`src/verilog/app_soc_defines.svh`:
```
/*
  Memory subsystem constants: RAM size, trap word and control block identity
*/
`ifndef APP_SOC_DEFINES_SVH
`define APP_SOC_DEFINES_SVH

// RAM word address width, 1024 words
`define RAM_ADDR_BITS 10
`define RAM_WORDS (1 << `RAM_ADDR_BITS)

// Returned instead of the fetched word when a trap is forced
`define ILLEGAL_INSTRUCTION 32'h0000_0000

// Identity word of the control block, "app_" in ASCII
`define CTRL_NAME0 32'h6170_705f

`endif

```
`src/verilog/bus_pkg.sv`:
```
/*
  Bus types: master request/response, address views, core-side port structs
*/
`include "app_soc_defines.svh"

package bus_pkg;

  // ----------------------------------------------------------------------
  // Address views
  // ----------------------------------------------------------------------
  typedef struct packed {
    logic [1:0]  area;
    logic [5:0]  core;
    logic [23:0] offset;
  } mmio_addr_t;

  typedef struct packed {
    logic [1:0]  area;
    logic [27:0] word;
    logic [1:0]  byte_sel;
  } mem_addr_t;

  // Same 32-bit address, decoded as MMIO or as plain memory
  typedef union packed {
    mmio_addr_t mmio;
    mem_addr_t  mem;
  } addr_u;

  // ----------------------------------------------------------------------
  // Master side
  // ----------------------------------------------------------------------
  typedef struct packed {
    logic        valid;
    logic        instr;
    addr_u       addr;
    logic [31:0] wdata;
    logic [3:0]  wstrb;
  } mem_req_t;

  typedef struct packed {
    logic        ready;
    logic [31:0] rdata;
  } mem_rsp_t;

  // ----------------------------------------------------------------------
  // Core side
  // ----------------------------------------------------------------------
  typedef struct packed {
    logic        cs;
    logic [3:0]  we;
    logic [7:0]  address;
    logic [31:0] write_data;
  } core_req_t;

  // RAM needs the full word index on top of the core request
  typedef struct packed {
    core_req_t                 core;
    logic [`RAM_ADDR_BITS-1:0] word;
  } ram_req_t;

  typedef struct packed {
    logic [31:0] read_data;
    logic        ready;
  } core_rsp_t;

endpackage

```
`src/verilog/core_pkg.sv`:
```
/*
  Address map: area and core prefixes, register offsets of the MMIO cores
*/
package core_pkg;

  // Top two address bits
  typedef enum logic [1:0] {
    AREA_ROM      = 2'h0,
    AREA_RAM      = 2'h1,
    AREA_RESERVED = 2'h2,
    AREA_MMIO     = 2'h3
  } area_e;

  // Core select inside the MMIO area
  typedef enum logic [5:0] {
    CORE_TIMER = 6'h01,
    CORE_CTRL  = 6'h3f
  } core_e;

  // Timer registers, word offsets
  localparam logic [7:0] TIMER_CTRL      = 8'h08;
  localparam logic [7:0] TIMER_STATUS    = 8'h09;
  localparam logic [7:0] TIMER_PRESCALER = 8'h0a;
  localparam logic [7:0] TIMER_INITIAL   = 8'h0b;
  localparam logic [7:0] TIMER_COUNT     = 8'h0c;

  // Control block registers
  localparam logic [7:0] CTRL_NAME     = 8'h00;
  localparam logic [7:0] CTRL_APP_MODE = 8'h08;
  localparam logic [7:0] CTRL_LED      = 8'h09;

endpackage

```
`src/verilog/ctrl_regs.sv`:
```
/*
  Control registers: identity, sticky application mode, LEDs, trap request
*/
`include "app_soc_defines.svh"

module ctrl_regs (
  input  logic               clk,
  input  logic               reset_n,
  input  bus_pkg::core_req_t req,
  output bus_pkg::core_rsp_t rsp,
  input  bus_pkg::mem_req_t  mem_req,
  output logic               force_trap,
  output logic               led_r,
  output logic               led_g,
  output logic               led_b
);

  logic        app_mode_reg;
  logic [2:0]  led_reg;
  logic [31:0] read_data_reg;
  logic [31:0] read_data_new;
  logic        ready_reg;
  logic        write;

  assign write = req.cs && |req.we;

  // LED bits ordered r, g, b from the top
  assign led_r = led_reg[2];
  assign led_g = led_reg[1];
  assign led_b = led_reg[0];

  // Applications may not execute from MMIO
  assign force_trap = app_mode_reg && mem_req.valid && mem_req.instr &&
                      mem_req.addr.mem.area == core_pkg::AREA_MMIO;

  assign rsp.read_data = read_data_reg;
  assign rsp.ready     = ready_reg;

  always_ff @(posedge clk) begin : reg_update
    if (!reset_n) begin
      app_mode_reg <= 1'b0;
      led_reg      <= 3'h0;
      ready_reg    <= 1'b0;
    end else begin
      ready_reg <= req.cs;
      // Any write sets app mode, nothing clears it short of reset
      if (write && req.address == core_pkg::CTRL_APP_MODE) begin
        app_mode_reg <= 1'b1;
      end
      if (write && req.address == core_pkg::CTRL_LED) begin
        led_reg <= req.write_data[2:0];
      end
    end
  end

  always_comb begin : read_mux
    case (req.address)
      core_pkg::CTRL_NAME:     read_data_new = `CTRL_NAME0;
      core_pkg::CTRL_APP_MODE: read_data_new = {31'h0, app_mode_reg};
      core_pkg::CTRL_LED:      read_data_new = {29'h0, led_reg};
      default:                 read_data_new = 32'h0;
    endcase
  end

  always_ff @(posedge clk) begin : read_update
    read_data_reg <= read_data_new;
  end

endmodule

```
`config.mk`:
```
export PLATFORM = sky130hd
export DESIGN_NAME = ctrl_regs
export DESIGN_NICKNAME = d
export VERILOG_FILES = /design/src/verilog/bus_pkg.sv /design/src/verilog/core_pkg.sv /design/src/verilog/ctrl_regs.sv
export VERILOG_INCLUDE_DIRS = /design/src /design/src/verilog
export SDC_FILE = /design/constraint.sdc
export NUM_CORES = 1
export LEC_CHECK = 0
export BUFFER_PORTS_ARGS = -buffer_cell sky130_fd_sc_hd__buf_2
export CAP_MARGIN = 40
export CORE_ASPECT_RATIO = 0.6
export CORE_MARGIN = 2
export CORE_UTILIZATION = 21
export DETAILED_ROUTE_END_ITERATION = 8
export PLACE_DENSITY_LB_ADDON = 0.3
export REMOVE_ABC_BUFFERS = 1
export SLEW_MARGIN = 20
export SYNTH_ARGS = -nofsm -noshare
export SYNTH_HDL_FRONTEND = slang
export SYNTH_SLANG_ARGS = --single-unit
```
`constraint.sdc`:
```
create_clock -name clk -period 1 [get_ports clk]
set_input_delay 0.05 -clock clk [delete_from_list [all_inputs] [get_ports clk]]
set_output_delay 0.05 -clock clk [all_outputs]
set_load 0.02 [all_outputs]
```
=== Word level (Yosys, flattened, before mapping) ===
Index checks and enable logic that the tools add are counted.
Widths: inputs -> output; s select.

* Bits in registers: 37
* Bits of input ports: 117
* Logic and storage cells: 16

* Eq/ne operators: 3
* Multiplexer cells: 1
* Reduce and logical (&&, ||, !) cells: 8

{| class="wikitable"
|+ Operators by type and width
! operator !! count
|-
| $pmux 31 s3 || 1
|-
| $eq 8x4->1 const B || 2
|-
| $logic_not 8->1 || 1
|-
| $logic_and 1x1->1 || 6
|-
| $reduce_or 4->1 || 1
|-
| $eq 2x2->1 const B || 1
|}

=== Logic depth before layout (Yosys ltp) ===
* Word-level depth: 3
* Mapped depth: 4

=== Worst setup path before layout ===
OpenSTA, ideal clock, no wires.

* Kind: input port to flip-flop
* Start: input req[37] (netlist bit)
* End: register app_mode_reg
* Setup time: 0.058 ns
* Arrival time: 0.800 ns
* Data required time: 0.942 ns
* Slack: 0.142 ns
* Stages on the path: 4
* Path buffers: 0
* Cell sequence: nor4_4 > nand2_2 > nor4_2 > o21a_1

* Word-level cells in the longest chain between the ends: 2

{| class="wikitable"
|+ RTL lines
! what !! line !! text
|-
| start, declared || ctrl_regs.sv:9 || <nowiki>input bus_pkg::core_req_t req,</nowiki>
|-
| $eq 8x4->1 || ctrl_regs.sv:47 || <nowiki>if (write && req.address == core_pkg::CTRL_APP_MODE) begin</nowiki>
|-
| $logic_and 1x1->1 || ctrl_regs.sv:47 ||
|-
| end signal, assigned || ctrl_regs.sv:41 || <nowiki>app_mode_reg <= 1'b0;</nowiki>
|-
| end signal, assigned || ctrl_regs.sv:48 || <nowiki>app_mode_reg <= 1'b1;</nowiki>
|-
| end, declared || ctrl_regs.sv:18 || <nowiki>logic app_mode_reg;</nowiki>
|}

Every way passes these cells.
A chain may end at the register's enable or synchronous reset.

=== Worst setup path in the final report ===
* Start: register app_mode_reg
* End: output force_trap

* Word-level cells in the longest chain between the ends: 3

{| class="wikitable"
|+ RTL lines
! what !! line !! text
|-
| $logic_and 1x1->1 (3 in a row) || ctrl_regs.sv:33 || <nowiki>assign force_trap = app_mode_reg && mem_req.valid && mem_req.instr &&</nowiki>
|-
| end, declared || ctrl_regs.sv:12 || <nowiki>output logic force_trap,</nowiki>
|}

Every way passes these cells.

==> flow_summary_export.csv <==
group,metric,value,unit
status,outcome,"finished clean",
setup_path,slowest_delay,0.32,ns
clock_tree,clk_pin_slew,0.04,ns
yosys,avgSynthCellArea,8.34,µm²
setup_path,cp-start-kind,"flip-flop",
global_routing,antenna_found_initial,0,
clock_tree,clk_latency,0.23,ns
yosys,ys_seq_area_share,30.4,%
sta,rsz0062_at_grt,"false",
drt,avgRoutedWirePerCell,9.80,µm
clock_tree,h-tree-depth,1,
floorplan,rows,14,
flow_run,drv_cap,0,
sta,fmax,1100,MHz
sta,drv_slew,0,
drt,drt.antenna.violating_nets,0,
yosys,synthCells,71,
setup_path,path_cells,"inv_1, nor2_1, buf_2",
setup_path,cpMaxStageDelayCell,"dfxtp_1",
setup_path,crit_path_end_kind,"output pin",
yosys,yosysWarnings,0,
floorplan,initial_core_util,22.8,%
clock_tree,cts-root-buf,"clkbuf_8",
layout,final_cell_mix,"41 x buf_2, 17 x conb_1, 8 x dfxtp_1",
global_routing,grt_max_degree,13,
drt,first_iter_violations,8,
yosys,synth-seq-cells,9,
layout,nFillCells,286,
sta,timing.final.crit_share,90.7,%
layout,drive_above_1_share,49.5,%
layout,largest_reg_flops,4,
place,gp_congestion,0.703,
floorplan,fp.dieH,45.1,µm
clock_tree,numClockSinks,9,
global_routing,first_global_vias,405,
layout,multi_input_area,243,µm²
clock_tree,cts.hold.buffers_added,0,
setup_path,worstPathArrival,0.86,ns
layout,syn_to_final_growth,25.2,%
place,post-dp-hpwl,1130,µm
floorplan,dieArea,3270,µm²
setup_path,cp.required,0.95,ns
drt,via_count,499,
layout,layout_commonest_cell,"buf_2",
worst_hold_path,min_path_type,"primary input to flip-flop",
floorplan,die_x,72.5,µm
floorplan,num_io_pins,154,
yosys,synth_cell_types,20,
clock_tree,cts_setup_buffers,0,
place,postPlaceCellArea,694,µm²
drt,routed_wl,1340,µm
layout,seqCellArea,181,µm²
place,portBuffers,41,
sta,layout_min_cycle_time,0.907,ns
clock_tree,cts_tree,"yes",
global_routing,grt_use_total,8.38,%
layout,nets,223,
global_routing,grt_pass1_wl,1920,µm
layout,finalInstanceArea,741,µm²
clock_tree,cts-buffers-inserted,3,
setup_path,cp_max_fo,2,
floorplan,coreArea,2590,µm²
sta,skew,0.000782,ns
drt,drc,0,
clock_tree,clock_path_buffers,2,
setup_path,worstSetupPathType,"flip-flop to output pin",
power_and_ir_drop,powerDensity,1260,nW/µm²
drt,viasPerCell,3.64,
sta,hold_violations,0,
power_and_ir_drop,power.leakage,0.000402,µW
power_and_ir_drop,ir_drop,539,µV
global_routing,grt_remaining_overflow,0,
layout,diodes,0,
yosys,syn_area,592,µm²
sta,hold_ws,0.0630,ns
sta,setup_viol_count_final,0,
drt,drt_first_pass_iters,3,
[synthesized netlist by cell type, drive strengths merged]
cell,n,area (µm²)
conb,1,3.75
o21a,1,7.51
a21oi,3,15.0
o21ai,3,15.0
dfxtp,9,180
nand4b,1,8.76
buf,30,225
inv,1,3.75
and2,1,6.26
nand3,5,25.0
nand4,1,6.26
and3,1,6.26
nor4,3,40.0
a31oi,1,6.26
or2,1,6.26
nand2,5,21.3
nor2,4,15.0
[cell families (layout without fill, tap and decap cells)]
family	after synthesis	count (layout)	synth area share (%)
other	1	17	0.634
AOI/OAI and AO/OA	8	8	7.40
buffers and inverters	31	49	38.7
and+or+nand+nor	22	22	22.8
DFF	9	9	30.4
[layout make-up]
class / instances / share of cell area, %
Multi-Input combinational cell: 47 / 32.8
Timing Repair Buffer: 44 / 30.7
Sequential cell: 9 / 24.5
Clock buffer: 4 / 6.08
Tap cell: 32 / 5.41
Inverter: 1 / 0.507
[per-layer routing]
layer / share of wire (%) / global-route usage (%) / vias to the layer above
met5: 0 / 0 / -
met4: 2.0 / 5.56 / 0
met3: 9.6 / 4.46 / 2
met2: 47 / 12.0 / 30
met1: 41 / 9.80 / 211
li1: - / - / 256
[stage by stage]
stage / total power (µW) / utilization, % / cells / TNS, ns / worst slack (ns)
after floorplan: 450 / - / 57 / -10.33 / -0.861
after global placement: 515 / 26.8 / 133 / -0.118 / -0.0322
after detailed placement: 517 / 26.8 / 133 / -0.202 / -0.0644
after CTS: 946 / 28.5 / 137 / 0 / 0.000838
after global routing: 983 / 28.6 / 137 / 0 / 0.00667
final: 930 / 28.6 / 137 / 0 / 0.0932
[worst max-delay path, delay by kind of cell (launching register included)]
kind | cells | cell delay, ns
simple gates | 1 | 0.09
flops | 1 | 0.32
buf+inv | 2 | 0.22
[report_power, final]
part	internal, µW	switching [µW]
Clock	278	141
Combinational	46.5	101
Sequential	363	1.01
Total	687	243
[path summary, 6_finish.rpt]
path	start	to	slack, ns	cells after the start
setup / recovery	app_mode_reg	force_trap	0.09	3
hold / removal	req[44]	ready_reg	0.06	2
setup reg to reg	app_mode_reg	read_data_reg[0]	0.24	4
hold reg to reg	app_mode_reg	app_mode_reg	0.46	1
[repair_timing]
item,4_1_cts,5_1_grt
gates resized for setup,0,1
hold endpoints to repair,0,0
endpoints found under the setup margin,0,12
(Power assumes the default switching activity.)
