$ cat config.mk
export PLATFORM = sky130hd
export DESIGN_NAME = timer
export DESIGN_NICKNAME = d
export VERILOG_FILES = /design/src/verilog/bus_pkg.sv /design/src/verilog/core_pkg.sv /design/src/verilog/timer.sv
export VERILOG_INCLUDE_DIRS = /design/src /design/src/verilog
export SDC_FILE = /design/constraint.sdc
export NUM_CORES = 1
export LEC_CHECK = 0
export BUFFER_PORTS_ARGS = -buffer_cell sky130_fd_sc_hd__buf_4
export CAP_MARGIN = 15
export CORE_UTILIZATION = 56
export DETAILED_ROUTE_END_ITERATION = 16
export PLACE_DENSITY = 0.75
export SLEW_MARGIN = 15
export SYNTH_ARGS = -nofsm -noshare
export SYNTH_HDL_FRONTEND = slang
export SYNTH_SLANG_ARGS = --single-unit
$ cat constraint.sdc
create_clock -name clk -period 3.7 [get_ports clk]
set_input_delay 0.74 -clock clk [delete_from_list [all_inputs] [get_ports clk]]
set_output_delay 0.74 -clock clk [all_outputs]
set_load 0.01 [all_outputs]
$ cat src/verilog/app_soc_defines.svh
/*
  Memory subsystem constants: RAM size, trap word and control block identity
*/
`ifndef APP_SOC_DEFINES_SVH
`define APP_SOC_DEFINES_SVH

// RAM word address width, 1024 words
`define RAM_ADDR_BITS 10
`define RAM_WORDS (1 << `RAM_ADDR_BITS)

// Returned instead of the fetched word when a trap is forced
`define ILLEGAL_INSTRUCTION 32'h0000_0000

// Identity word of the control block, "app_" in ASCII
`define CTRL_NAME0 32'h6170_705f

`endif

$ cat src/verilog/bus_pkg.sv
/*
  Bus types: master request/response, address views, core-side port structs
*/
`include "app_soc_defines.svh"

package bus_pkg;

  // ----------------------------------------------------------------------
  // Address views
  // ----------------------------------------------------------------------
  typedef struct packed {
    logic [1:0]  area;
    logic [5:0]  core;
    logic [23:0] offset;
  } mmio_addr_t;

  typedef struct packed {
    logic [1:0]  area;
    logic [27:0] word;
    logic [1:0]  byte_sel;
  } mem_addr_t;

  // Same 32-bit address, decoded as MMIO or as plain memory
  typedef union packed {
    mmio_addr_t mmio;
    mem_addr_t  mem;
  } addr_u;

  // ----------------------------------------------------------------------
  // Master side
  // ----------------------------------------------------------------------
  typedef struct packed {
    logic        valid;
    logic        instr;
    addr_u       addr;
    logic [31:0] wdata;
    logic [3:0]  wstrb;
  } mem_req_t;

  typedef struct packed {
    logic        ready;
    logic [31:0] rdata;
  } mem_rsp_t;

  // ----------------------------------------------------------------------
  // Core side
  // ----------------------------------------------------------------------
  typedef struct packed {
    logic        cs;
    logic [3:0]  we;
    logic [7:0]  address;
    logic [31:0] write_data;
  } core_req_t;

  // RAM needs the full word index on top of the core request
  typedef struct packed {
    core_req_t                 core;
    logic [`RAM_ADDR_BITS-1:0] word;
  } ram_req_t;

  typedef struct packed {
    logic [31:0] read_data;
    logic        ready;
  } core_rsp_t;

endpackage

$ cat src/verilog/core_pkg.sv
/*
  Address map: area and core prefixes, register offsets of the MMIO cores
*/
package core_pkg;

  // Top two address bits
  typedef enum logic [1:0] {
    AREA_ROM      = 2'h0,
    AREA_RAM      = 2'h1,
    AREA_RESERVED = 2'h2,
    AREA_MMIO     = 2'h3
  } area_e;

  // Core select inside the MMIO area
  typedef enum logic [5:0] {
    CORE_TIMER = 6'h01,
    CORE_CTRL  = 6'h3f
  } core_e;

  // Timer registers, word offsets
  localparam logic [7:0] TIMER_CTRL      = 8'h08;
  localparam logic [7:0] TIMER_STATUS    = 8'h09;
  localparam logic [7:0] TIMER_PRESCALER = 8'h0a;
  localparam logic [7:0] TIMER_INITIAL   = 8'h0b;
  localparam logic [7:0] TIMER_COUNT     = 8'h0c;

  // Control block registers
  localparam logic [7:0] CTRL_NAME     = 8'h00;
  localparam logic [7:0] CTRL_APP_MODE = 8'h08;
  localparam logic [7:0] CTRL_LED      = 8'h09;

endpackage

$ cat src/verilog/timer.sv
/*
  Down-counting timer with prescaler, start/stop control and running status
*/
module timer (
  input  logic               clk,
  input  logic               reset_n,
  input  bus_pkg::core_req_t req,
  output bus_pkg::core_rsp_t rsp
);

  logic [31:0] prescaler_reg;
  logic [31:0] initial_reg;
  logic [31:0] count_reg;
  logic [31:0] prescale_ctr_reg;
  logic        running_reg;
  logic [31:0] read_data_reg;
  logic [31:0] read_data_new;
  logic        ready_reg;
  logic        write;
  logic        start;
  logic        stop;

  assign write = req.cs && |req.we;
  assign start = write && req.address == core_pkg::TIMER_CTRL && req.write_data[0];
  assign stop  = write && req.address == core_pkg::TIMER_CTRL && req.write_data[1];

  assign rsp.read_data = read_data_reg;
  assign rsp.ready     = ready_reg;

  // ----------------------------------------------------------------------
  // Counter
  // ----------------------------------------------------------------------
  always_ff @(posedge clk) begin : count_update
    if (!reset_n) begin
      prescaler_reg    <= 32'h0;
      initial_reg      <= 32'h0;
      count_reg        <= 32'h0;
      prescale_ctr_reg <= 32'h0;
      running_reg      <= 1'b0;
    end else begin
      if (write && req.address == core_pkg::TIMER_PRESCALER) begin
        prescaler_reg <= req.write_data;
      end
      if (write && req.address == core_pkg::TIMER_INITIAL) begin
        initial_reg <= req.write_data;
      end

      if (start) begin
        running_reg      <= 1'b1;
        count_reg        <= initial_reg;
        prescale_ctr_reg <= prescaler_reg;
      end else if (stop) begin
        running_reg <= 1'b0;
      end else if (running_reg) begin
        // Done at zero, otherwise one step per PRESCALER+1 cycles
        if (count_reg == 32'h0) begin
          running_reg <= 1'b0;
        end else if (prescale_ctr_reg == 32'h0) begin
          prescale_ctr_reg <= prescaler_reg;
          count_reg        <= count_reg - 32'h1;
        end else begin
          prescale_ctr_reg <= prescale_ctr_reg - 32'h1;
        end
      end
    end
  end

  // ----------------------------------------------------------------------
  // Register read
  // ----------------------------------------------------------------------
  always_comb begin : read_mux
    case (req.address)
      core_pkg::TIMER_STATUS:    read_data_new = {31'h0, running_reg};
      core_pkg::TIMER_PRESCALER: read_data_new = prescaler_reg;
      core_pkg::TIMER_INITIAL:   read_data_new = initial_reg;
      core_pkg::TIMER_COUNT:     read_data_new = count_reg;
      default:                   read_data_new = 32'h0;
    endcase
  end

  always_ff @(posedge clk) begin : rsp_update
    read_data_reg <= read_data_new;
    if (!reset_n) begin
      ready_reg <= 1'b0;
    end else begin
      ready_reg <= req.cs;
    end
  end

  // Between reloads the count only moves down, so it cannot wrap
  no_wrap_at_zero: assert property (@(posedge clk) disable iff (!reset_n)
    (running_reg && !start) |=> count_reg <= $past(count_reg));

endmodule

; Word-level counts from Yosys, hierarchy flattened
; Index checks and enable logic that the tools add are counted.
; Widths: inputs -> output; s select.
[word_totals]
reg_bits = 162
input_bits = 47
output_inout_bits = 33
word_cells = 44
[op_classes]
add_sub_neg = 2
eq_ne = 7
mux = 15
n_reduce_logical = 13
[op_table]
columns = operator, n
row1 = $mux 32, 10
row2 = $pmux 32 s4, 1
row3 = $logic_not 32->1, 2
row4 = $sub 32x1->32 const B, 2
row5 = $eq 8x4->1 const B, 5
row6 = $logic_and 1x1->1, 6
row7 = $mux 1, 4
row8 = $ne 2x2->1 const B, 2
row9 = $reduce_and 4->1, 1
row10 = $reduce_bool 2->1, 2
row11 = $reduce_or 4->1, 1
row12 = $reduce_and 3->1, 1

; Logic depth before layout (Yosys ltp)
[depth]
word_depth = 6
ltp_mapped = 8
ltp_nobuf = 7

; Least setup slack after synthesis
; Ideal clock, no wire load.
[synth_path]
path_kind = input port to flip-flop
start = input port req[37] in the netlist's numbering
end = register prescale_ctr_reg[23]
setup_ps = 119
arrival_ps = 2635
required_time_ps = 3581
setup_slack_ps = 946
path_stages = 8
path_buffers = 2
cell_sequence = nor4_1 -> nand4_1 -> and2_1 -> clkbuf_1 -> a21oi_1 -> buf_2 -> a21oi_1 -> o221a_2
[synth_via]
elab_chain_cells = 5
word_cells_on_any_way = 9
classes_between = 3 x eq/ne / 1 x mux / 5 x reduce/logical
[synth_lines]
columns = item, line
row1 = "start, declared", timer.sv:7  ; input bus_pkg::core_req_t req,
row2 = $eq 8x4->1 *, "timer.sv:24, timer.sv:25"
row3 = $logic_and 1x1->1 *, "timer.sv:24, timer.sv:25"
row4 = "$logic_and 1x1->1, on equally long branches", "timer.sv:24, timer.sv:25"
row5 = $ne 2x2->1 (no line) or $reduce_bool 2->1 (tied branches), n/a
row6 = $reduce_and 3->1 (no line), n/a
row7 = "end signal, assigned", timer.sv:51  ; prescale_ctr_reg <= prescaler_reg;
row8 = "end signal, assigned", timer.sv:59  ; prescale_ctr_reg <= prescaler_reg;
row9 = "end signal, assigned", timer.sv:62  ; prescale_ctr_reg <= prescale_ctr_reg - 32'h1;
row10 = "end, declared", timer.sv:14  ; logic [31:0] prescale_ctr_reg;
; Mark *: on every way between the ends. The rest lies on a longest branch, timed or not.
; A chain may end at the register's enable or synchronous reset.

; Worst setup path in the final report
[layout_path]
start = register prescale_ctr_reg[18]
end = register prescale_ctr_reg[13]
[layout_via]
elab_chain_cells = 6
[layout_lines]
columns = item, line
row1 = $logic_not 32->1, timer.sv:58  ; end else if (prescale_ctr_reg == 32'h0) begin
row2 = $mux 32, timer.sv:58
row3 = $mux 32, timer.sv:56  ; if (count_reg == 32'h0) begin
row4 = $mux 32, timer.sv:54  ; end else if (running_reg) begin
row5 = $mux 32, timer.sv:52  ; end else if (stop) begin
row6 = $mux 32, timer.sv:48  ; if (start) begin
; No other way between the ends. The select of a mux whose other input is x is not followed.

==> impl_metrics.env <==
export IMPL_status="finished clean"
export IMPL_switching_share=0.2206
export IMPL_cts_setup_buffers=0
export IMPL_synthToLayoutAreaGrowth_pct=18.03
export IMPL_grt_setup_unrepaired="false"
export IMPL_yosys_warnings=0
export IMPL_yosysUniqueCellTypes=51
export IMPL_synth_edf_count=0
export IMPL_clkLatencyLatePin_ns=0.43
export IMPL_start_kind="flop"
export IMPL_drt_iter0_markers=883
export IMPL_start_util=0.5837
export IMPL_firstDrtPassIters=7
export IMPL_antenna_cells=0
export IMPL_synthArstFlopShare=0
export IMPL_ys_flop_type="dfxtp_1"
export IMPL_min_delay_path_depth=2
export IMPL_via_count=7574
export IMPL_clock_skew_ns=0.005537
export IMPL_cts_num_sinks=162
export IMPL_internal_power_mw=2.728
export IMPL_cts_buffers=17
export IMPL_combPwrFrac=0.036
export IMPL_path_clk_slew_ns=0.06
export IMPL_grt_pass1_wl_mm=35.48
export IMPL_wl_per_cell_microns=18.57
export IMPL_worstSetupPathType="reg -> reg"
export IMPL_grt_start_max_net_pins=55
export IMPL_synth_area_leaders="dfxtp_1 43%, nand2_1 9.8%, a21oi_1 7.4%, o21ai_0 6.6%, mux2i_1 4.4%"
export IMPL_crit_end="prescale_ctr_reg[13]"
export IMPL_fmax_ghz=0.3067
export IMPL_p_seq_frac=0.499
export IMPL_yosys_area_top_type_share=0.4332
export IMPL_report_final_slew_viol_count=0
export IMPL_synthesis_area_sq_mm=0.007486
export IMPL_yosysTopAreaCell="dfxtp_1"
export IMPL_power_mw=3.501
export IMPL_rr_endpoint="prescale_ctr_reg[13]"
export IMPL_h_tree_depth=4
export IMPL_portBuffers=79
export IMPL_vias_per_cell=6.285
export IMPL_row_count=41
export IMPL_period_minus_slack_ns=3.261
export IMPL_maxCapViolations=0
export IMPL_n_fill_cell=1122
export IMPL_final_setup_viol_count=0
export IMPL_final_util=0.6890
export IMPL_tritoncts="yes"
export IMPL_die_h_microns=117.6
export IMPL_cp_end_kind="flop"
export IMPL_drc=0
export IMPL_ir_worst_vdd_v=0.0003061
export IMPL_synthCells=959
export IMPL_track_usage=0.3240
export IMPL_tightest_slew_ns=1.089
export IMPL_multi_input_comb_area_sq_mm=0.003985
export IMPL_r2r_start="prescale_ctr_reg[18]"
export IMPL_r2r_cells=7
export IMPL_critPathMaxFanout=30
export IMPL_final_period_utilization=0.8813
export IMPL_power_frac_clock=0.465
export IMPL_hold_path_class="reg -> reg"
export IMPL_totalWireLength_mm=22.38
export IMPL_ys_seq_area_frac=0.4332
export IMPL_core_sq_mm=0.01282
export IMPL_ctsResizeCount=0
export IMPL_stdcell_count=1205
export IMPL_p_leak_nw=3.322
export IMPL_cp_startpoint="prescale_ctr_reg[18]"
export IMPL_place_inst=1173
export IMPL_hpwl_mm=15.22
export IMPL_grt_overflow=0
export IMPL_gp_congestion=0.8870
export IMPL_io_pins=80
export IMPL_syn_nets=1010
export IMPL_antenna_found_initial=0
export IMPL_grt_pass1_vias=6566
export IMPL_regArea_sq_mm=0.003243
export IMPL_hold_viol_final=0
export IMPL_required_ns=3.99
export IMPL_cts_buffer_depth=2
export IMPL_die_w_microns=117.6
export IMPL_hold_buffers=0
export IMPL_relSlewSlack=0.2737
export IMPL_ant_nets=0
export IMPL_avgSynthCellArea_sq_um=7.806
export IMPL_die_area_sq_mm=0.01383
export IMPL_final_nets=1071
export IMPL_fin_tns_setup_ns=0
export IMPL_cellPowerDensity_mw_per_mm2=396.2
export IMPL_switchingPower_mw=0.7723
export IMPL_drive_gt1_frac=0.1452
export IMPL_hold_ws_ns=0.4692
export IMPL_ff2ff_setup_slack_ns=0.44
export IMPL_cts_root_buf="clkbuf_16"
export IMPL_cp_data_arrival_time_ns=3.55
export IMPL_ys_seq_elements=162
layout make-up:
type	instances	share of cell area
multi-input cells	724	0.4510
clock buffers	25	0.05607
repair buffers	107	0.09233
flip-flops and latches	162	0.3670
clock inverters	7	0.005806
well taps	172	0.02436
inverters	8	0.003398
worst min path at each step:
| stage | startpoint | slack (ns) | to |
|---|---|---|---|
| after CTS | initial_reg[9] | 0.47 | initial_reg[9] |
| after global placement | initial_reg[23] | 0.46 | initial_reg[23] |
| final | initial_reg[9] | 0.47 | initial_reg[9] |
| after floorplan | initial_reg[0] | 0.44 | initial_reg[0] |
| after global routing | prescale_ctr_reg[21] | 0.49 | prescale_ctr_reg[21] |
| after detailed placement | initial_reg[28] | 0.46 | initial_reg[28] |
logic make-up (layout without fill, tap and decap cells):
logic type / Yosys count / in the layout / share of synthesized area
buffers and inverters: 73 / 147 / 0.03811
AOI/OAI and AO/OA: 293 / 293 / 0.2196
adders and majority gates: 4 / 4 / 0.006686
muxes: 35 / 35 / 0.04713
xor gates and xnor gates: 6 / 6 / 0.007021
and+or+nand+nor: 386 / 386 / 0.2482
DFF: 162 / 162 / 0.4332
layer usage:
layer / GRT usage / part of all wire / up-vias
met5: 0 / 0 / -
met4: 0.1498 / 0.039 / 0
met3: 0.06347 / 0.083 / 48
met2: 0.4717 / 0.43 / 400
met1: 0.4596 / 0.45 / 3539
li1: - / - / 3587
power groups by stage:
stage	clock network (mW)	registers [mW]	logic (mW)
2_1_floorplan	0	1.79	0.0559
3_3_place_gp	0	1.79	0.122
3_5_place_dp	0	1.79	0.123
4_1_cts	1.64	1.75	0.124
5_1_grt	1.73	1.75	0.134
6_report	1.63	1.75	0.126
worst max-delay path, cell delays in order (launching register included):
cell	delay (ns)
dfxtp_1	0.37
or4_4	0.59
or3_1	0.52
o31ai_4	0.97
buf_4	0.34
nor4_1	0.07
o21ai_0	0.18
a21oi_1	0.09
cells in the final DEF, fill, tap and decap left out, types with 3 or more instances in the layout:
| master | n |
|---|---|
| a21o_1 | 3 |
| a21oi_1 | 110 |
| a31oi_1 | 27 |
| and2_1 | 10 |
| and4_1 | 4 |
| buf_4 | 106 |
| clkbuf_1 | 4 |
| clkbuf_16 | 17 |
| clkbuf_8 | 4 |
| clkinvlp_4 | 5 |
| dfxtp_1 | 162 |
| ha_1 | 4 |
| inv_1 | 7 |
| mux2i_1 | 33 |
| nand2_1 | 195 |
| nand3_1 | 13 |
| nand4_1 | 20 |
| nor2_1 | 39 |
| nor3_1 | 26 |
| nor3b_1 | 3 |
| nor4_1 | 16 |
| o211ai_1 | 12 |
| o21ai_0 | 99 |
| o22ai_1 | 12 |
| o31a_1 | 5 |
| o31ai_1 | 10 |
| or3_1 | 27 |
| or4_1 | 15 |
| xnor2_1 | 3 |
| xor2_1 | 3 |
synth_stat cells (all sizes together), types with 3 or more instances:
cell / number
a21o: 3
a21oi: 111
a31oi: 27
and2: 10
and4: 4
buf: 8
clkbuf: 57
dfxtp: 162
ha: 4
inv: 8
mux2i: 33
nand2: 195
nand3: 13
nand4: 22
nor2: 39
nor3: 28
nor3b: 3
nor4: 17
o211ai: 12
o21ai: 100
o22ai: 12
o31a: 5
o31ai: 12
or3: 27
or4: 16
xnor2: 3
xor2: 3
through the flow:
step,setup slack [ns],area [sq um]
finish,0.4391,8836
global route,0.2208,8836
CTS,0.4831,8836
detailed placement,0.4811,8289
global placement,0.5683,8289
floorplan,0.9462,7486
No activity file was read; power rests on OpenSTA's default activity.
