$ cat config.mk
export PLATFORM = sky130hd
export DESIGN_NAME = mem_decoder
export DESIGN_NICKNAME = d
export VERILOG_FILES = /design/src/verilog/bus_pkg.sv /design/src/verilog/core_pkg.sv /design/src/verilog/mem_decoder.sv
export VERILOG_INCLUDE_DIRS = /design/src /design/src/verilog
export SDC_FILE = /design/constraint.sdc
export NUM_CORES = 1
export LEC_CHECK = 0
export ABC_AREA = 0
export BUFFER_PORTS_ARGS = -buffer_cell sky130_fd_sc_hd__buf_2
export CORE_AREA = 3 3 135 137
export CTS_BUF_LIST = sky130_fd_sc_hd__clkbuf_8
export CTS_CLUSTER_SIZE = 24
export DETAILED_ROUTE_END_ITERATION = 16
export DIE_AREA = 0 0 138 140
export PLACE_DENSITY_LB_ADDON = 0.25
export SLEW_MARGIN = 10
export SYNTH_ARGS = -nofsm -noshare
export SYNTH_HDL_FRONTEND = slang
export SYNTH_SLANG_ARGS = --single-unit
$ cat constraint.sdc
create_clock -name clk -period 3.76 [get_ports clk]
set_clock_uncertainty 0.05 [all_clocks]
set_input_delay 1.128 -clock clk [delete_from_list [all_inputs] [get_ports clk]]
set_output_delay 1.128 -clock clk [all_outputs]
set_load 0.03 [all_outputs]
$ cat src/verilog/app_soc_defines.svh
/*
  Memory subsystem constants: RAM size, trap word and control block identity
*/
`ifndef APP_SOC_DEFINES_SVH
`define APP_SOC_DEFINES_SVH

// RAM word address width, 1024 words
`define RAM_ADDR_BITS 10
`define RAM_WORDS (1 << `RAM_ADDR_BITS)

// Returned instead of the fetched word when a trap is forced
`define ILLEGAL_INSTRUCTION 32'h0000_0000

// Identity word of the control block, "app_" in ASCII
`define CTRL_NAME0 32'h6170_705f

`endif

$ cat src/verilog/bus_pkg.sv
/*
  Bus types: master request/response, address views, core-side port structs
*/
`include "app_soc_defines.svh"

package bus_pkg;

  // ----------------------------------------------------------------------
  // Address views
  // ----------------------------------------------------------------------
  typedef struct packed {
    logic [1:0]  area;
    logic [5:0]  core;
    logic [23:0] offset;
  } mmio_addr_t;

  typedef struct packed {
    logic [1:0]  area;
    logic [27:0] word;
    logic [1:0]  byte_sel;
  } mem_addr_t;

  // Same 32-bit address, decoded as MMIO or as plain memory
  typedef union packed {
    mmio_addr_t mmio;
    mem_addr_t  mem;
  } addr_u;

  // ----------------------------------------------------------------------
  // Master side
  // ----------------------------------------------------------------------
  typedef struct packed {
    logic        valid;
    logic        instr;
    addr_u       addr;
    logic [31:0] wdata;
    logic [3:0]  wstrb;
  } mem_req_t;

  typedef struct packed {
    logic        ready;
    logic [31:0] rdata;
  } mem_rsp_t;

  // ----------------------------------------------------------------------
  // Core side
  // ----------------------------------------------------------------------
  typedef struct packed {
    logic        cs;
    logic [3:0]  we;
    logic [7:0]  address;
    logic [31:0] write_data;
  } core_req_t;

  // RAM needs the full word index on top of the core request
  typedef struct packed {
    core_req_t                 core;
    logic [`RAM_ADDR_BITS-1:0] word;
  } ram_req_t;

  typedef struct packed {
    logic [31:0] read_data;
    logic        ready;
  } core_rsp_t;

endpackage

$ cat src/verilog/core_pkg.sv
/*
  Address map: area and core prefixes, register offsets of the MMIO cores
*/
package core_pkg;

  // Top two address bits
  typedef enum logic [1:0] {
    AREA_ROM      = 2'h0,
    AREA_RAM      = 2'h1,
    AREA_RESERVED = 2'h2,
    AREA_MMIO     = 2'h3
  } area_e;

  // Core select inside the MMIO area
  typedef enum logic [5:0] {
    CORE_TIMER = 6'h01,
    CORE_CTRL  = 6'h3f
  } core_e;

  // Timer registers, word offsets
  localparam logic [7:0] TIMER_CTRL      = 8'h08;
  localparam logic [7:0] TIMER_STATUS    = 8'h09;
  localparam logic [7:0] TIMER_PRESCALER = 8'h0a;
  localparam logic [7:0] TIMER_INITIAL   = 8'h0b;
  localparam logic [7:0] TIMER_COUNT     = 8'h0c;

  // Control block registers
  localparam logic [7:0] CTRL_NAME     = 8'h00;
  localparam logic [7:0] CTRL_APP_MODE = 8'h08;
  localparam logic [7:0] CTRL_LED      = 8'h09;

endpackage

$ cat src/verilog/mem_decoder.sv
/*
  Memory decoder: splits master requests over the cores and registers
  the selected response, with a forced trap override
*/
`include "app_soc_defines.svh"

module mem_decoder (
  input  logic               clk,
  input  logic               reset_n,
  input  bus_pkg::mem_req_t  mem_req,
  output bus_pkg::mem_rsp_t  mem_rsp,
  input  logic               force_trap,
  output bus_pkg::ram_req_t  ram_req,
  output bus_pkg::core_req_t timer_req,
  output bus_pkg::core_req_t ctrl_req,
  input  bus_pkg::core_rsp_t ram_rsp,
  input  bus_pkg::core_rsp_t timer_rsp,
  input  bus_pkg::core_rsp_t ctrl_rsp
);

  logic [31:0] rdata_reg;
  logic [31:0] rdata_new;
  logic        ready_reg;
  logic        ready_new;
  logic        access;

  // No new select while the previous answer is on the bus
  assign access = mem_req.valid && !ready_reg;

  assign mem_rsp.ready = ready_reg;
  assign mem_rsp.rdata = rdata_reg;

  // ----------------------------------------------------------------------
  // Decode and response mux
  // ----------------------------------------------------------------------
  always_comb begin : decode
    ram_req.core.cs         = 1'b0;
    ram_req.core.we         = mem_req.wstrb;
    ram_req.core.address    = mem_req.addr.mem.word[7:0];
    ram_req.core.write_data = mem_req.wdata;
    ram_req.word            = mem_req.addr.mem.word[`RAM_ADDR_BITS-1:0];

    // MMIO cores see a single write enable
    timer_req.cs         = 1'b0;
    timer_req.we         = {4{|mem_req.wstrb}};
    timer_req.address    = mem_req.addr.mmio.offset[9:2];
    timer_req.write_data = mem_req.wdata;
    ctrl_req             = timer_req;

    rdata_new = 32'h0;
    ready_new = 1'b0;

    if (access) begin
      if (force_trap) begin
        rdata_new = `ILLEGAL_INSTRUCTION;
        ready_new = 1'b1;
      end else begin
        case (core_pkg::area_e'(mem_req.addr.mem.area))
          core_pkg::AREA_RAM: begin
            ram_req.core.cs = 1'b1;
            rdata_new       = ram_rsp.read_data;
            ready_new       = ram_rsp.ready;
          end
          core_pkg::AREA_MMIO: begin
            case (core_pkg::core_e'(mem_req.addr.mmio.core))
              core_pkg::CORE_TIMER: begin
                timer_req.cs = 1'b1;
                rdata_new    = timer_rsp.read_data;
                ready_new    = timer_rsp.ready;
              end
              core_pkg::CORE_CTRL: begin
                ctrl_req.cs = 1'b1;
                rdata_new   = ctrl_rsp.read_data;
                ready_new   = ctrl_rsp.ready;
              end
              // Unmapped core answers zero at once
              default: ready_new = 1'b1;
            endcase
          end
          // ROM and reserved areas read as zero
          core_pkg::AREA_ROM,
          core_pkg::AREA_RESERVED: ready_new = 1'b1;
        endcase
      end
    end
  end

  always_ff @(posedge clk) begin : rsp_reg
    if (!reset_n) begin
      rdata_reg <= 32'h0;
      ready_reg <= 1'b0;
    end else begin
      rdata_reg <= rdata_new;
      ready_reg <= ready_new;
    end
  end

  // ----------------------------------------------------------------------
  // Checks
  // ----------------------------------------------------------------------
  ready_single_pulse: assert property (@(posedge clk) disable iff (!reset_n)
    mem_rsp.ready |=> !mem_rsp.ready);

  one_core_selected: assert property (@(posedge clk) disable iff (!reset_n)
    $onehot0({ram_req.core.cs, timer_req.cs, ctrl_req.cs}));

endmodule

Word-level counts from Yosys, hierarchy flattened
Index checks and enable logic that the tools add are counted.

Register bits after elaboration: 33. Input bits: 172. Output and inout port bits: 178.

Equal/unequal tests: 5. Multiplexer cells: 16. Bitwise gates (word level): 2. Reductions and logical operators: 7.

Operators by type and width (count): case mux 32 bit (2 select lines) (2); two-way mux 1 bit (12); == test 6 x 1 -> 1 bit, second input constant (1); == test 6 bit, second input constant (1); == test 2 bit, second input constant (2); OR reduction 4 bit (1); case mux 1 bit (3 select lines) (1); OR reduction 3 bit (1); == test 2 x 1 -> 1 bit, second input constant (1); zero test 2 bit (1); NOT 1 bit (2); case mux 1 bit (2 select lines) (1); AND reduction 2 bit (1); OR reduction 2 bit (1); logical AND 1 bit (1); zero test 1 bit (1).

Depth between registers and ports, before layout
Gate-level depths: netlist of run 1.

Depth in word-level cells: 5. Mapped depth: 6. Depth with buffers taken out: 4.

Worst setup path after synthesis of run 1
No wires, ideal clock.

Path type: input to output. Start point: input port mem_req[63] (netlist bit). End point: output port timer_req[44] (netlist bit). Arrival: 2.371 ns. Required time: 2.582 ns. Setup slack: 0.211 ns. Stages on the path: 3. Buffers on the path: 0. Path through: or4_4 nor3b_4 and4_2.

RTL lines: from (decl) (RTL line mem_decoder.sv:10) `input bus_pkg::mem_req_t mem_req,`; to (decl) (RTL line mem_decoder.sv:14) `output bus_pkg::core_req_t timer_req,`.

==> metrics.txt, run 1 <==
# TYPE chip_impl_metric gauge
chip_impl_metric{name="warnings_synthesis",unit=""} 0
chip_impl_metric{name="number_of_flip_flops_under_the_largest_register_name",unit=""} 32
chip_impl_metric{name="final_design_area_no_fill",unit="µm²"} 2620
chip_impl_metric{name="post_synth.cell_area_avg",unit="µm²"} 9.31
chip_impl_metric{name="critPathMaxStageDelay",unit="ns"} 0.54
chip_impl_metric{name="crit_path_max_fanout",unit=""} 2
chip_impl_metric{name="design.die.area",unit="µm²"} 19300
chip_impl_metric{name="number_of_failing_setup_endpoints_in_the_final_timing_report",unit=""} 0
chip_impl_metric{name="total_count_of_max_transition_violations_in_the_final_report",unit=""} 0
chip_impl_info{name="synth.most_common_cell",value="sky130_fd_sc_hd__buf_4"} 1
chip_impl_metric{name="fillers",unit=""} 1990
chip_impl_metric{name="drc",unit=""} 0
chip_impl_metric{name="numCtsBuffers",unit=""} 5
chip_impl_info{name="critPathCaptureType",value="output pin"} 1
chip_impl_metric{name="grtUsageTotal",unit="%"} 8.86
chip_impl_metric{name="multi_input_comb_area",unit="µm²"} 694
chip_impl_metric{name="crit_required",unit="ns"} 2.58
chip_impl_metric{name="initialDrtViolationCount",unit=""} 62
chip_impl_metric{name="gp_congestion",unit=""} 0.853
chip_impl_metric{name="initial_utilization",unit="%"} 14.8
chip_impl_metric{name="cts_num_sinks",unit=""} 33
chip_impl_metric{name="pre_cts_ws",unit="ns"} 0.134
chip_impl_metric{name="syn-cell-area",unit="µm²"} 2540
chip_impl_metric{name="first_global_vias",unit=""} 1990
chip_impl_metric{name="grt_max_degree",unit=""} 34
chip_impl_metric{name="detailedPlacementHpwl",unit="mm"} 7.50
chip_impl_metric{name="fmax",unit="GHz"} 0.277
chip_impl_metric{name="post-cts-setup-buffer-count",unit=""} 0
chip_impl_metric{name="worst_hold_margin",unit="ns"} 0.654
chip_impl_info{name="synthTopCellsByArea",value="sky130_fd_sc_hd__buf_4, sky130_fd_sc_hd__dfxtp_1, sky130_fd_sc_hd__o2bb2ai_1"} 1
chip_impl_metric{name="cts.htree.levels",unit=""} 2
chip_impl_metric{name="seq_area_frac_synth",unit="%"} 26.0
chip_impl_metric{name="power.density",unit="nW/µm²"} 335
chip_impl_metric{name="ir_worst_vdd",unit="µV"} 171
chip_impl_metric{name="hold-path-cell-count",unit=""} 4
chip_impl_metric{name="power.leakage",unit="nW"} 1.15
chip_impl_metric{name="postLayoutSetupSlackWorst",unit="ns"} 0.144
chip_impl_info{name="ys_top_cells_by_count",value="sky130_fd_sc_hd__buf_4, sky130_fd_sc_hd__dfxtp_1, sky130_fd_sc_hd__a22oi_1"} 1
chip_impl_metric{name="placedCellCount",unit=""} 509
chip_impl_metric{name="post_synth_num_cell_types",unit=""} 26
chip_impl_metric{name="antenna_found_initial",unit=""} 0
chip_impl_metric{name="clock_tree.buffer_depth",unit=""} 2
chip_impl_metric{name="chipHeight",unit="µm"} 140
chip_impl_metric{name="period_needed",unit="ns"} 3.62
chip_impl_metric{name="fin_cells",unit=""} 517
chip_impl_metric{name="layout.area.seq",unit="µm²"} 661
chip_impl_metric{name="timing.final.hold_violations",unit=""} 0
chip_impl_metric{name="design_power_total",unit="mW"} 0.877
chip_impl_info{name="criticalPathCategory",value="in2out"} 1
chip_impl_metric{name="r2r_cells",unit=""} 5
chip_impl_metric{name="post-route-period-util",unit="%"} 96.2
chip_impl_metric{name="transition_at_the_pin_with_the_smallest_max_transition_slack",unit="ns"} 0.455
chip_impl_metric{name="max_cap_viol_count",unit=""} 0
chip_impl_metric{name="dpl_cell_area",unit="µm²"} 2480
chip_impl_info{name="rsz0062_at_grt",value="false"} 1
chip_impl_info{name="critical_path.slowest_cell",value="sky130_fd_sc_hd__or4_4"} 1
chip_impl_info{name="cts_root_buf",value="sky130_fd_sc_hd__clkbuf_8"} 1
chip_impl_metric{name="cts_resized",unit=""} 0
chip_impl_metric{name="worst-endpoint-arrival",unit="ns"} 2.44
chip_impl_metric{name="grt.overflow.total",unit=""} 0
chip_impl_metric{name="route.final.wire_length",unit="mm"} 9.08
chip_impl_metric{name="async_flop_share",unit="%"} 0
chip_impl_metric{name="ctsHoldBuffers",unit=""} 0
chip_impl_metric{name="syn_nets",unit=""} 445
chip_impl_metric{name="fin_util",unit="%"} 15.2
chip_impl_info{name="netlist.top_cell.by_area",value="sky130_fd_sc_hd__buf_4"} 1
chip_impl_metric{name="post_route_cells_drive_above_1_share",unit="%"} 63.4
chip_impl_metric{name="yosysTopAreaCellShare",unit="%"} 42.2
chip_impl_metric{name="drt_first_pass_iters",unit=""} 4
chip_impl_info{name="synth_flop_cell",value="sky130_fd_sc_hd__dfxtp_1"} 1
chip_impl_metric{name="synth_seq_cells",unit=""} 33
chip_impl_metric{name="maxSlewHeadroom",unit="%"} 69.6
chip_impl_info{name="crit_path_cell_trace",value="buf_2, or4_4, nor3b_4, and4_2, buf_2"} 1
chip_impl_metric{name="design.final.nets",unit=""} 463
chip_impl_metric{name="synth-edff-count",unit=""} 0
chip_impl_metric{name="via_per_inst",unit=""} 3.60
chip_impl_metric{name="setup_tns",unit="ns"} 0
chip_impl_metric{name="synthesis.instances",unit=""} 273
chip_impl_metric{name="grt_pass1_wl",unit="mm"} 13.2
chip_impl_metric{name="worstSkewPairLatency",unit="ns"} 0.29
chip_impl_info{name="crit_path_start_kind",value="input port"} 1
chip_impl_info{name="critical-path-top-delay-family",value="simple AND/OR/NAND/NOR gates"} 1
chip_impl_metric{name="fp.dieW",unit="µm"} 138
chip_impl_metric{name="io_buffers",unit=""} 162
chip_impl_info{name="cp_common_cell",value="sky130_fd_sc_hd__buf_2"} 1
chip_impl_metric{name="antenna_fix_cells",unit=""} 0
chip_impl_metric{name="io-pin-count",unit=""} 350
chip_impl_info{name="worst_hold_path_type",value="reg2reg"} 1
chip_impl_metric{name="std_cell_rows",unit=""} 48
chip_impl_metric{name="cp.buffers_inverters",unit=""} 2
chip_impl_metric{name="num_vias",unit=""} 1861
chip_impl_metric{name="drt-wirelength-per-cell",unit="µm"} 17.6
chip_impl_info{name="cts_tree",value="done"} 1
chip_impl_metric{name="layout_stage_area_growth_over_the_synthesis_result",unit="%"} 3.05
chip_impl_metric{name="clk_pin_slew_worst_paths",unit="ns"} 0.08
chip_impl_metric{name="placeableCoreArea",unit="µm²"} 17200
chip_impl_metric{name="critical_path_depth",unit=""} 5
chip_impl_metric{name="ant_nets",unit=""} 0
chip_impl_info{name="outcome",value="complete, no violations"} 1
==> cell usage in the layout, fill, tap and decap left out, types with 2 or more instances in the layout <==
cell type                   instances
sky130_fd_sc_hd__bufinv_16          2
sky130_fd_sc_hd__a22oi_2            2
sky130_fd_sc_hd__nand4_1            2
sky130_fd_sc_hd__buf_4              4
sky130_fd_sc_hd__nand2_1            2
sky130_fd_sc_hd__o2bb2ai_1         28
sky130_fd_sc_hd__buf_2            162
sky130_fd_sc_hd__nor2b_1            2
sky130_fd_sc_hd__dfxtp_1           33
sky130_fd_sc_hd__a22oi_1           30
sky130_fd_sc_hd__clkbuf_8           5
sky130_fd_sc_hd__inv_1              2
sky130_fd_sc_hd__o2bb2ai_2          4
==> layout make-up <==
cell class	count	share of cell area (%)
clock buffers	5	2.63
clock inverters	3	2.48
inverters	2	0.287
multi-input cells	83	26.5
flip-flops and latches	33	25.2
well taps	225	10.8
repair buffers	166	32.1
==> kinds of logic (layout without fill, tap and decap cells) <==
logic type,count (synthesis),in the layout,synth area share (%)
buf+inv,157,176,46.8
compound gates,68,68,22.9
simple gates,15,15,4.28
flops,33,33,26.0
==> worst register-to-register path, cell delays in order (launching register included) <==
cell and delay (ns):
sky130_fd_sc_hd__dfxtp_1 0.31, sky130_fd_sc_hd__nor2b_1 0.33, sky130_fd_sc_hd__and3_1 0.22, sky130_fd_sc_hd__and2_1 0.12, sky130_fd_sc_hd__buf_4 0.36, sky130_fd_sc_hd__o2bb2ai_1 0.21
==> final timing paths <==
kind | start | end | slack (ns)
hold reg to reg | ready_reg$_SDFF_PN0_ | ready_reg$_SDFF_PN0_ | 0.65
setup / recovery | mem_req[63] | timer_req[44] | 0.14
hold / removal | ready_reg$_SDFF_PN0_ | ready_reg$_SDFF_PN0_ | 0.65
setup reg to reg | ready_reg$_SDFF_PN0_ | rdata_reg[7]$_SDFF_PP0_ | 2.07
==> where the power goes <==
group	switching (mW)	internal, mW	leakage (nW)
Clock	0.147	0.264	0.0681
Sequential	0.000993	0.353	0.266
Combinational	0.0565	0.0557	0.816
Total	0.205	0.672	1.15
==> per-layer routing <==
metal / global-route usage [%] / wire length [µm] / part of all wire [%] / vias to the layer above
li1: - / - / - / 849
met5: 0 / 0 / 0 / -
met1: 8.29 / 2860 / 32 / 793
met2: 16.3 / 4640 / 51 / 196
met3: 4.98 / 1340 / 15 / 23
met4: 2.96 / 226 / 2.5 / 0
Power figures use the tool's default switching activity.
==> run 2, diff against run 1 <==
CORE_AREA = 3 3 134 136   (was 3 3 135 137)
CTS_BUF_LIST = unset   (was sky130_fd_sc_hd__clkbuf_8)
DIE_AREA = 0 0 137 139   (was 0 0 138 140)
==> run 2 against run 1 <==
Combinational power hardly changed; power grew 7.9%; count of clock-buffer cells in the layout increased by 2; routed wire length decreased by 0.36%; critical path depth unchanged; register-to-register slack better by 0.04 ns; critical path type unchanged; highest routed layer unchanged.
==> metrics.txt, run 2 (same netlist as run 1, synthesis figures left out) <==
# TYPE chip_impl_metric gauge
chip_impl_metric{name="grt.overflow.total",unit=""} 0
chip_impl_metric{name="clock_tree.buffer_depth",unit=""} 2
chip_impl_metric{name="period_needed",unit="ns"} 3.59
chip_impl_metric{name="grt_max_degree",unit=""} 34
chip_impl_info{name="criticalPathCategory",value="in2out"} 1
chip_impl_metric{name="critical_path_depth",unit=""} 5
chip_impl_metric{name="total_count_of_max_transition_violations_in_the_final_report",unit=""} 0
chip_impl_metric{name="fmax",unit="GHz"} 0.279
chip_impl_metric{name="drc",unit=""} 0
chip_impl_info{name="worst_hold_path_type",value="reg2reg"} 1
chip_impl_metric{name="setup_tns",unit="ns"} 0
chip_impl_metric{name="design.die.area",unit="µm²"} 19000
chip_impl_metric{name="drt_first_pass_iters",unit=""} 4
chip_impl_metric{name="drt-wirelength-per-cell",unit="µm"} 17.4
chip_impl_metric{name="timing.final.hold_violations",unit=""} 0
chip_impl_info{name="rsz0062_at_grt",value="false"} 1
chip_impl_metric{name="power.density",unit="nW/µm²"} 353
chip_impl_metric{name="wire_length_on_met1",unit="mm"} 2.53
chip_impl_info{name="setup.worst_path.end",value="timer_req[44]"} 1
chip_impl_metric{name="cts_num_sinks",unit=""} 33
chip_impl_metric{name="crit_path_max_fanout",unit=""} 2
chip_impl_metric{name="first_global_vias",unit=""} 1937
chip_impl_metric{name="transition_at_the_pin_with_the_smallest_max_transition_slack",unit="ns"} 0.396
chip_impl_metric{name="cp.buffers_inverters",unit=""} 2
chip_impl_info{name="cp_common_cell",value="sky130_fd_sc_hd__buf_2"} 1
chip_impl_metric{name="via_per_inst",unit=""} 3.67
chip_impl_metric{name="detailedPlacementHpwl",unit="mm"} 7.75
chip_impl_metric{name="antenna_found_initial",unit=""} 0
chip_impl_metric{name="worstSkewPairLatency",unit="ns"} 0.28
chip_impl_metric{name="clk_pin_slew_worst_paths",unit="ns"} 0.06
chip_impl_metric{name="ir_worst_vdd",unit="µV"} 153
chip_impl_metric{name="maxSlewHeadroom",unit="%"} 73.6
chip_impl_metric{name="number_of_flip_flops_under_the_largest_register_name",unit=""} 32
chip_impl_info{name="cts_root_buf",value="sky130_fd_sc_hd__clkbuf_16"} 1
chip_impl_info{name="critical_path.reg2reg.startpoint",value="ready_reg$_SDFF_PN0_"} 1
chip_impl_info{name="layout_commonest_cell",value="sky130_fd_sc_hd__buf_2"} 1
chip_impl_metric{name="io_buffers",unit=""} 162
chip_impl_metric{name="initial_utilization",unit="%"} 14.9
chip_impl_metric{name="met3WireLength",unit="mm"} 1.52
chip_impl_metric{name="post-cts-setup-buffer-count",unit=""} 0
chip_impl_metric{name="design.final.nets",unit=""} 466
chip_impl_info{name="crit_path_start",value="mem_req[63]"} 1
chip_impl_info{name="reg2reg_to",value="rdata_reg[3]$_SDFF_PP0_"} 1
chip_impl_metric{name="number_of_failing_setup_endpoints_in_the_final_timing_report",unit=""} 0
chip_impl_metric{name="layout.area.seq",unit="µm²"} 661
chip_impl_metric{name="cts.htree.levels",unit=""} 2
chip_impl_metric{name="worst-r2r-setup-slack",unit="ns"} 2.11
chip_impl_metric{name="max_cap_viol_count",unit=""} 0
chip_impl_metric{name="fin_util",unit="%"} 15.7
chip_impl_metric{name="route.final.wire_length",unit="mm"} 9.05
chip_impl_metric{name="ctsHoldBuffers",unit=""} 0
chip_impl_metric{name="wl_met2",unit="mm"} 4.90
chip_impl_metric{name="layout_stage_area_growth_over_the_synthesis_result",unit="%"} 5.56
chip_impl_metric{name="num_vias",unit=""} 1910
chip_impl_metric{name="ant_nets",unit=""} 0
chip_impl_metric{name="initialDrtViolationCount",unit=""} 62
chip_impl_metric{name="chipHeight",unit="µm"} 139
chip_impl_metric{name="post_route_cells_drive_above_1_share",unit="%"} 63.4
chip_impl_info{name="topRoutingLayerUsed",value="met4"} 1
chip_impl_info{name="outcome",value="complete, no violations"} 1
chip_impl_metric{name="placeableCoreArea",unit="µm²"} 17100
chip_impl_metric{name="worst-endpoint-arrival",unit="ns"} 2.41
chip_impl_info{name="critical_path.slowest_cell",value="sky130_fd_sc_hd__or4_4"} 1
chip_impl_metric{name="crit_required",unit="ns"} 2.58
chip_impl_metric{name="std_cell_rows",unit=""} 48
chip_impl_metric{name="numCtsBuffers",unit=""} 5
chip_impl_metric{name="worst_hold_margin",unit="ns"} 0.889
chip_impl_metric{name="post-route-period-util",unit="%"} 95.4
chip_impl_info{name="crit_path_cell_trace",value="buf_2, or4_4, nor3b_4, and4_2, buf_2"} 1
chip_impl_metric{name="critPathMaxStageDelay",unit="ns"} 0.54
chip_impl_info{name="crit_path_start_kind",value="input port"} 1
chip_impl_metric{name="fp.dieW",unit="µm"} 137
chip_impl_info{name="critPathCaptureType",value="output pin"} 1
chip_impl_info{name="cts_tree",value="done"} 1
chip_impl_metric{name="design_power_total",unit="mW"} 0.946
chip_impl_metric{name="io-pin-count",unit=""} 350
chip_impl_metric{name="power.leakage",unit="nW"} 1.18
chip_impl_metric{name="r2r_cells",unit=""} 6
chip_impl_info{name="most_frequent_cells_in_the_layout",value="sky130_fd_sc_hd__buf_2, sky130_fd_sc_hd__dfxtp_1, sky130_fd_sc_hd__a22oi_1"} 1
chip_impl_metric{name="cts_resized",unit=""} 0
chip_impl_metric{name="gp_congestion",unit=""} 0.698
chip_impl_metric{name="multi_input_comb_area",unit="µm²"} 694
chip_impl_metric{name="grt_pass1_wl",unit="mm"} 12.2
chip_impl_info{name="critical-path-top-delay-family",value="simple AND/OR/NAND/NOR gates"} 1
chip_impl_metric{name="grtUsageTotal",unit="%"} 8.63
chip_impl_metric{name="fillers",unit=""} 1963
-- run 2: cell count changes in the layout (fill, tap and decap cells not counted), sizes merged --
cell and delta:
diode +1, bufinv -1, clkbuf +2, clkinv -1, buf +3
-- run 2: area by class of cell --
type                    instances  area share (%)
diodes                          1          0.0933
clock buffers                   7            5.32
clock inverters                 1            1.12
inverters                       2           0.280
multi-input cells              83            25.9
flip-flops and latches         33            24.6
well taps                     225            10.5
repair buffers                169            32.2
-- run 2: worst min-delay path by stage --
stage | start | to | slack [ns] | cells past startpoint
after global placement | ready_reg$_SDFF_PN0_ | ready_reg$_SDFF_PN0_ | 0.94 | 5
after CTS | ready_reg$_SDFF_PN0_ | ready_reg$_SDFF_PN0_ | 0.94 | 5
after global routing | ready_reg$_SDFF_PN0_ | ready_reg$_SDFF_PN0_ | 0.96 | 5
final | ready_reg$_SDFF_PN0_ | ready_reg$_SDFF_PN0_ | 0.89 | 5
after detailed placement | ready_reg$_SDFF_PN0_ | ready_reg$_SDFF_PN0_ | 0.92 | 5
after floorplan | ready_reg$_SDFF_PN0_ | ready_reg$_SDFF_PN0_ | 0.56 | 4
-- run 2: power by group --
group / total, mW / internal, mW / switching (mW)
combinational: 0.114 / 0.0574 / 0.0565
clock: 0.476 / 0.331 / 0.145
sequential: 0.356 / 0.354 / 0.00188
-- run 2: worst min-delay path: stages (launching register included) --
cell and delay (ns):
sky130_fd_sc_hd__dfxtp_1 0.44, sky130_fd_sc_hd__nor2b_1 0.08, sky130_fd_sc_hd__buf_4 0.16, sky130_fd_sc_hd__nand2_1 0.07, sky130_fd_sc_hd__a31oi_1 0.03, sky130_fd_sc_hd__a21boi_0 0.11
-- run 2: layer usage --
metal	vias up	GRT usage [%]
met1	824	6.61
met5	-	0
met4	0	2.05
met3	11	5.52
met2	213	17.3
li1	862	-
-- run 2: metrics by stage --
stage          cells  cell area [µm²]  worst slack [ns]
2_1_floorplan    273             2540             0.211
6_report         521             2680             0.174
5_1_grt          520             2680             0.129
3_3_place_gp     512             2510             0.173
4_1_cts          520             2680             0.161
3_5_place_dp     512             2510             0.166
==> run 3, diff against run 2 <==
MAX_ROUTING_LAYER = met4   (was unset)
clock period = 3.9 ns   (was 3.76 ns; I/O delays follow)
==> run 3 against run 2 <==
Clock power fell by 1%; power fell by 2.6%; first-iteration DRC count rose by 4.8%; sequential power fell by 4%; die area did not move; setup slack improved by 0.047 ns; critical path depth did not move; register-to-register slack improved by 0.15 ns; worst hold slack got worse by 0.031 ns; final area fell by 0.19%; utilization barely moved.
==> metrics.txt, run 3 (same netlist as run 1, synthesis figures left out) <==
# TYPE chip_impl_metric gauge
chip_impl_metric{name="crit_path_max_fanout",unit=""} 2
chip_impl_metric{name="drc",unit=""} 0
chip_impl_info{name="crit_path_start_kind",value="input port"} 1
chip_impl_metric{name="clkPwrFrac",unit="%"} 51.0
chip_impl_metric{name="period_needed",unit="ns"} 3.68
chip_impl_info{name="reg2reg_to",value="rdata_reg[3]$_SDFF_PP0_"} 1
chip_impl_metric{name="initialDrtViolationCount",unit=""} 65
chip_impl_metric{name="transition_at_the_pin_with_the_smallest_max_transition_slack",unit="ns"} 0.400
chip_impl_metric{name="via_per_inst",unit=""} 3.64
chip_impl_metric{name="ir_worst_vdd",unit="µV"} 134
chip_impl_metric{name="gp_congestion",unit=""} 0.676
chip_impl_metric{name="detailedPlacementHpwl",unit="mm"} 7.72
chip_impl_metric{name="fin_util",unit="%"} 15.7
chip_impl_metric{name="total_count_of_max_transition_violations_in_the_final_report",unit=""} 0
chip_impl_info{name="critical_path.reg2reg.startpoint",value="ready_reg$_SDFF_PN0_"} 1
chip_impl_metric{name="grt_max_degree",unit=""} 34
chip_impl_info{name="critPathCaptureType",value="output pin"} 1
chip_impl_metric{name="power.leakage",unit="nW"} 1.18
chip_impl_info{name="globalRoute.busiestLayer",value="met2"} 1
chip_impl_metric{name="numCtsBuffers",unit=""} 5
chip_impl_metric{name="crit_required",unit="ns"} 2.68
chip_impl_metric{name="power.density",unit="nW/µm²"} 344
chip_impl_info{name="cts_root_buf",value="sky130_fd_sc_hd__clkbuf_16"} 1
chip_impl_metric{name="clk_pin_slew_worst_paths",unit="ns"} 0.06
chip_impl_metric{name="power.share.switching",unit="%"} 22.3
chip_impl_metric{name="timing.final.hold_violations",unit=""} 0
chip_impl_metric{name="num_vias",unit=""} 1899
chip_impl_metric{name="io_buffers",unit=""} 162
chip_impl_info{name="cts_tree",value="done"} 1
chip_impl_metric{name="io-pin-count",unit=""} 350
chip_impl_metric{name="use_met2",unit="%"} 16.8
chip_impl_info{name="worst_hold_path_type",value="reg2reg"} 1
chip_impl_info{name="rsz0062_at_grt",value="false"} 1
chip_impl_info{name="setup.worst_path.end",value="timer_req[44]"} 1
chip_impl_metric{name="drt-wirelength-per-cell",unit="µm"} 17.5
chip_impl_metric{name="chipHeight",unit="µm"} 139
chip_impl_metric{name="first_global_vias",unit=""} 1897
chip_impl_metric{name="clock_tree.buffer_depth",unit=""} 2
chip_impl_metric{name="global_route.usage.met1",unit="%"} 6.66
chip_impl_metric{name="placeableCoreArea",unit="µm²"} 17100
chip_impl_metric{name="layout_stage_area_growth_over_the_synthesis_result",unit="%"} 5.37
chip_impl_info{name="most_frequent_cells_in_the_layout",value="sky130_fd_sc_hd__buf_2, sky130_fd_sc_hd__dfxtp_1, sky130_fd_sc_hd__a22oi_1"} 1
chip_impl_metric{name="worst-endpoint-arrival",unit="ns"} 2.46
chip_impl_metric{name="grt_use_met3",unit="%"} 5.84
chip_impl_metric{name="grt.overflow.total",unit=""} 0
chip_impl_metric{name="worstSkewPairLatency",unit="ns"} 0.28
chip_impl_metric{name="grtUsageTotal",unit="%"} 8.90
chip_impl_metric{name="setup_tns",unit="ns"} 0
chip_impl_metric{name="fp.dieW",unit="µm"} 137
chip_impl_metric{name="post-route-period-util",unit="%"} 94.3
chip_impl_metric{name="worst-r2r-setup-slack",unit="ns"} 2.26
chip_impl_metric{name="cts_resized",unit=""} 0
chip_impl_metric{name="number_of_failing_setup_endpoints_in_the_final_timing_report",unit=""} 0
chip_impl_metric{name="layout.area.seq",unit="µm²"} 661
chip_impl_metric{name="dpl_cell_area",unit="µm²"} 2500
chip_impl_metric{name="cts.htree.levels",unit=""} 2
chip_impl_metric{name="antenna_found_initial",unit=""} 1
chip_impl_metric{name="design.final.nets",unit=""} 465
chip_impl_metric{name="post_route_cells_drive_above_1_share",unit="%"} 63.3
chip_impl_metric{name="p_comb_share",unit="%"} 11.8
chip_impl_metric{name="fmax",unit="GHz"} 0.272
chip_impl_info{name="layout_commonest_cell",value="sky130_fd_sc_hd__buf_2"} 1
chip_impl_metric{name="ant_nets",unit=""} 0
chip_impl_metric{name="ctsHoldBuffers",unit=""} 0
chip_impl_info{name="crit_path_start",value="mem_req[63]"} 1
chip_impl_metric{name="max_cap_viol_count",unit=""} 0
chip_impl_metric{name="cell_internal_pwr",unit="mW"} 0.715
chip_impl_metric{name="r2r_cells",unit=""} 6
chip_impl_metric{name="seqPwrFrac",unit="%"} 37.2
chip_impl_metric{name="number_of_flip_flops_under_the_largest_register_name",unit=""} 32
chip_impl_metric{name="std_cell_rows",unit=""} 48
chip_impl_info{name="outcome",value="complete, no violations"} 1
chip_impl_metric{name="route.final.wire_length",unit="mm"} 9.11
chip_impl_metric{name="post-cts-setup-buffer-count",unit=""} 0
chip_impl_metric{name="initial_utilization",unit="%"} 14.9
chip_impl_metric{name="grt_pass1_wl",unit="mm"} 12.2
chip_impl_metric{name="multi_input_comb_area",unit="µm²"} 694
chip_impl_metric{name="cts_num_sinks",unit=""} 33
chip_impl_info{name="criticalPathCategory",value="in2out"} 1
chip_impl_metric{name="maxSlewHeadroom",unit="%"} 73.3
chip_impl_metric{name="switching_power",unit="mW"} 0.206
chip_impl_metric{name="fillers",unit=""} 1961
chip_impl_metric{name="final_design_area_no_fill",unit="µm²"} 2680
chip_impl_metric{name="drt_first_pass_iters",unit=""} 4
chip_impl_metric{name="design.die.area",unit="µm²"} 19000
[run 3: cell types whose count changed in the layout (fill, tap and decap cells not counted), sizes merged]
cell,previous run,this run
buf,169,168
diode,1,2
[run 3: metrics by stage]
stage / instances / hold slack (ns) / power (mW) / worst slack (ns)
floorplan: 273 / 0.564 / 0.641 / 0.267
global placement: 511 / 0.934 / 0.461 / 0.222
detailed placement: 511 / 0.917 / 0.461 / 0.214
CTS: 519 / 0.943 / 0.942 / 0.214
global route: 520 / 0.978 / 0.966 / 0.179
finish: 521 / 0.858 / 0.921 / 0.221
[run 3: how the worst min path moves through the flow]
stage                                    start                    to  slack [ns]  cells past startpoint
after CTS                 ready_reg$_SDFF_PN0_  ready_reg$_SDFF_PN0_        0.94                      5
after detailed placement  ready_reg$_SDFF_PN0_  ready_reg$_SDFF_PN0_        0.92                      5
after floorplan           ready_reg$_SDFF_PN0_  ready_reg$_SDFF_PN0_        0.56                      4
after global routing      ready_reg$_SDFF_PN0_  ready_reg$_SDFF_PN0_        0.98                      5
final                     ready_reg$_SDFF_PN0_  ready_reg$_SDFF_PN0_        0.86                      5
after global placement    ready_reg$_SDFF_PN0_  ready_reg$_SDFF_PN0_        0.93                      5
[run 3: critical path, stage by stage]
cell and delay, ns:
sky130_fd_sc_hd__buf_2 0.10, sky130_fd_sc_hd__or4_4 0.54, sky130_fd_sc_hd__nor3b_4 0.21, sky130_fd_sc_hd__and4_2 0.23
sky130_fd_sc_hd__buf_2 0.20
[run 3: power groups by stage]
stage               combinational (mW)  sequential [mW]  clock, mW
CTS                              0.112            0.343      0.487
finish                           0.109            0.343      0.469
global route                     0.120            0.343      0.503
floorplan                        0.285            0.356          0
global placement                 0.111            0.350          0
detailed placement               0.111            0.350          0
[run 3: routing by layer]
layer  vias up  share of wire (%)
met2       218                 53
li1        860                  -
met3        17                 17
met1       804                 28
met5         -                  0
met4         0                1.6
[run 3: cell type report]
type	count	area share (%)
Clock inverter	1	1.12
Clock buffer	7	5.33
Sequential cell	33	24.7
Antenna cell	2	0.187
Multi-Input combinational cell	83	25.9
Tap cell	225	10.5
Timing Repair Buffer	168	32.0
Inverter	2	0.280
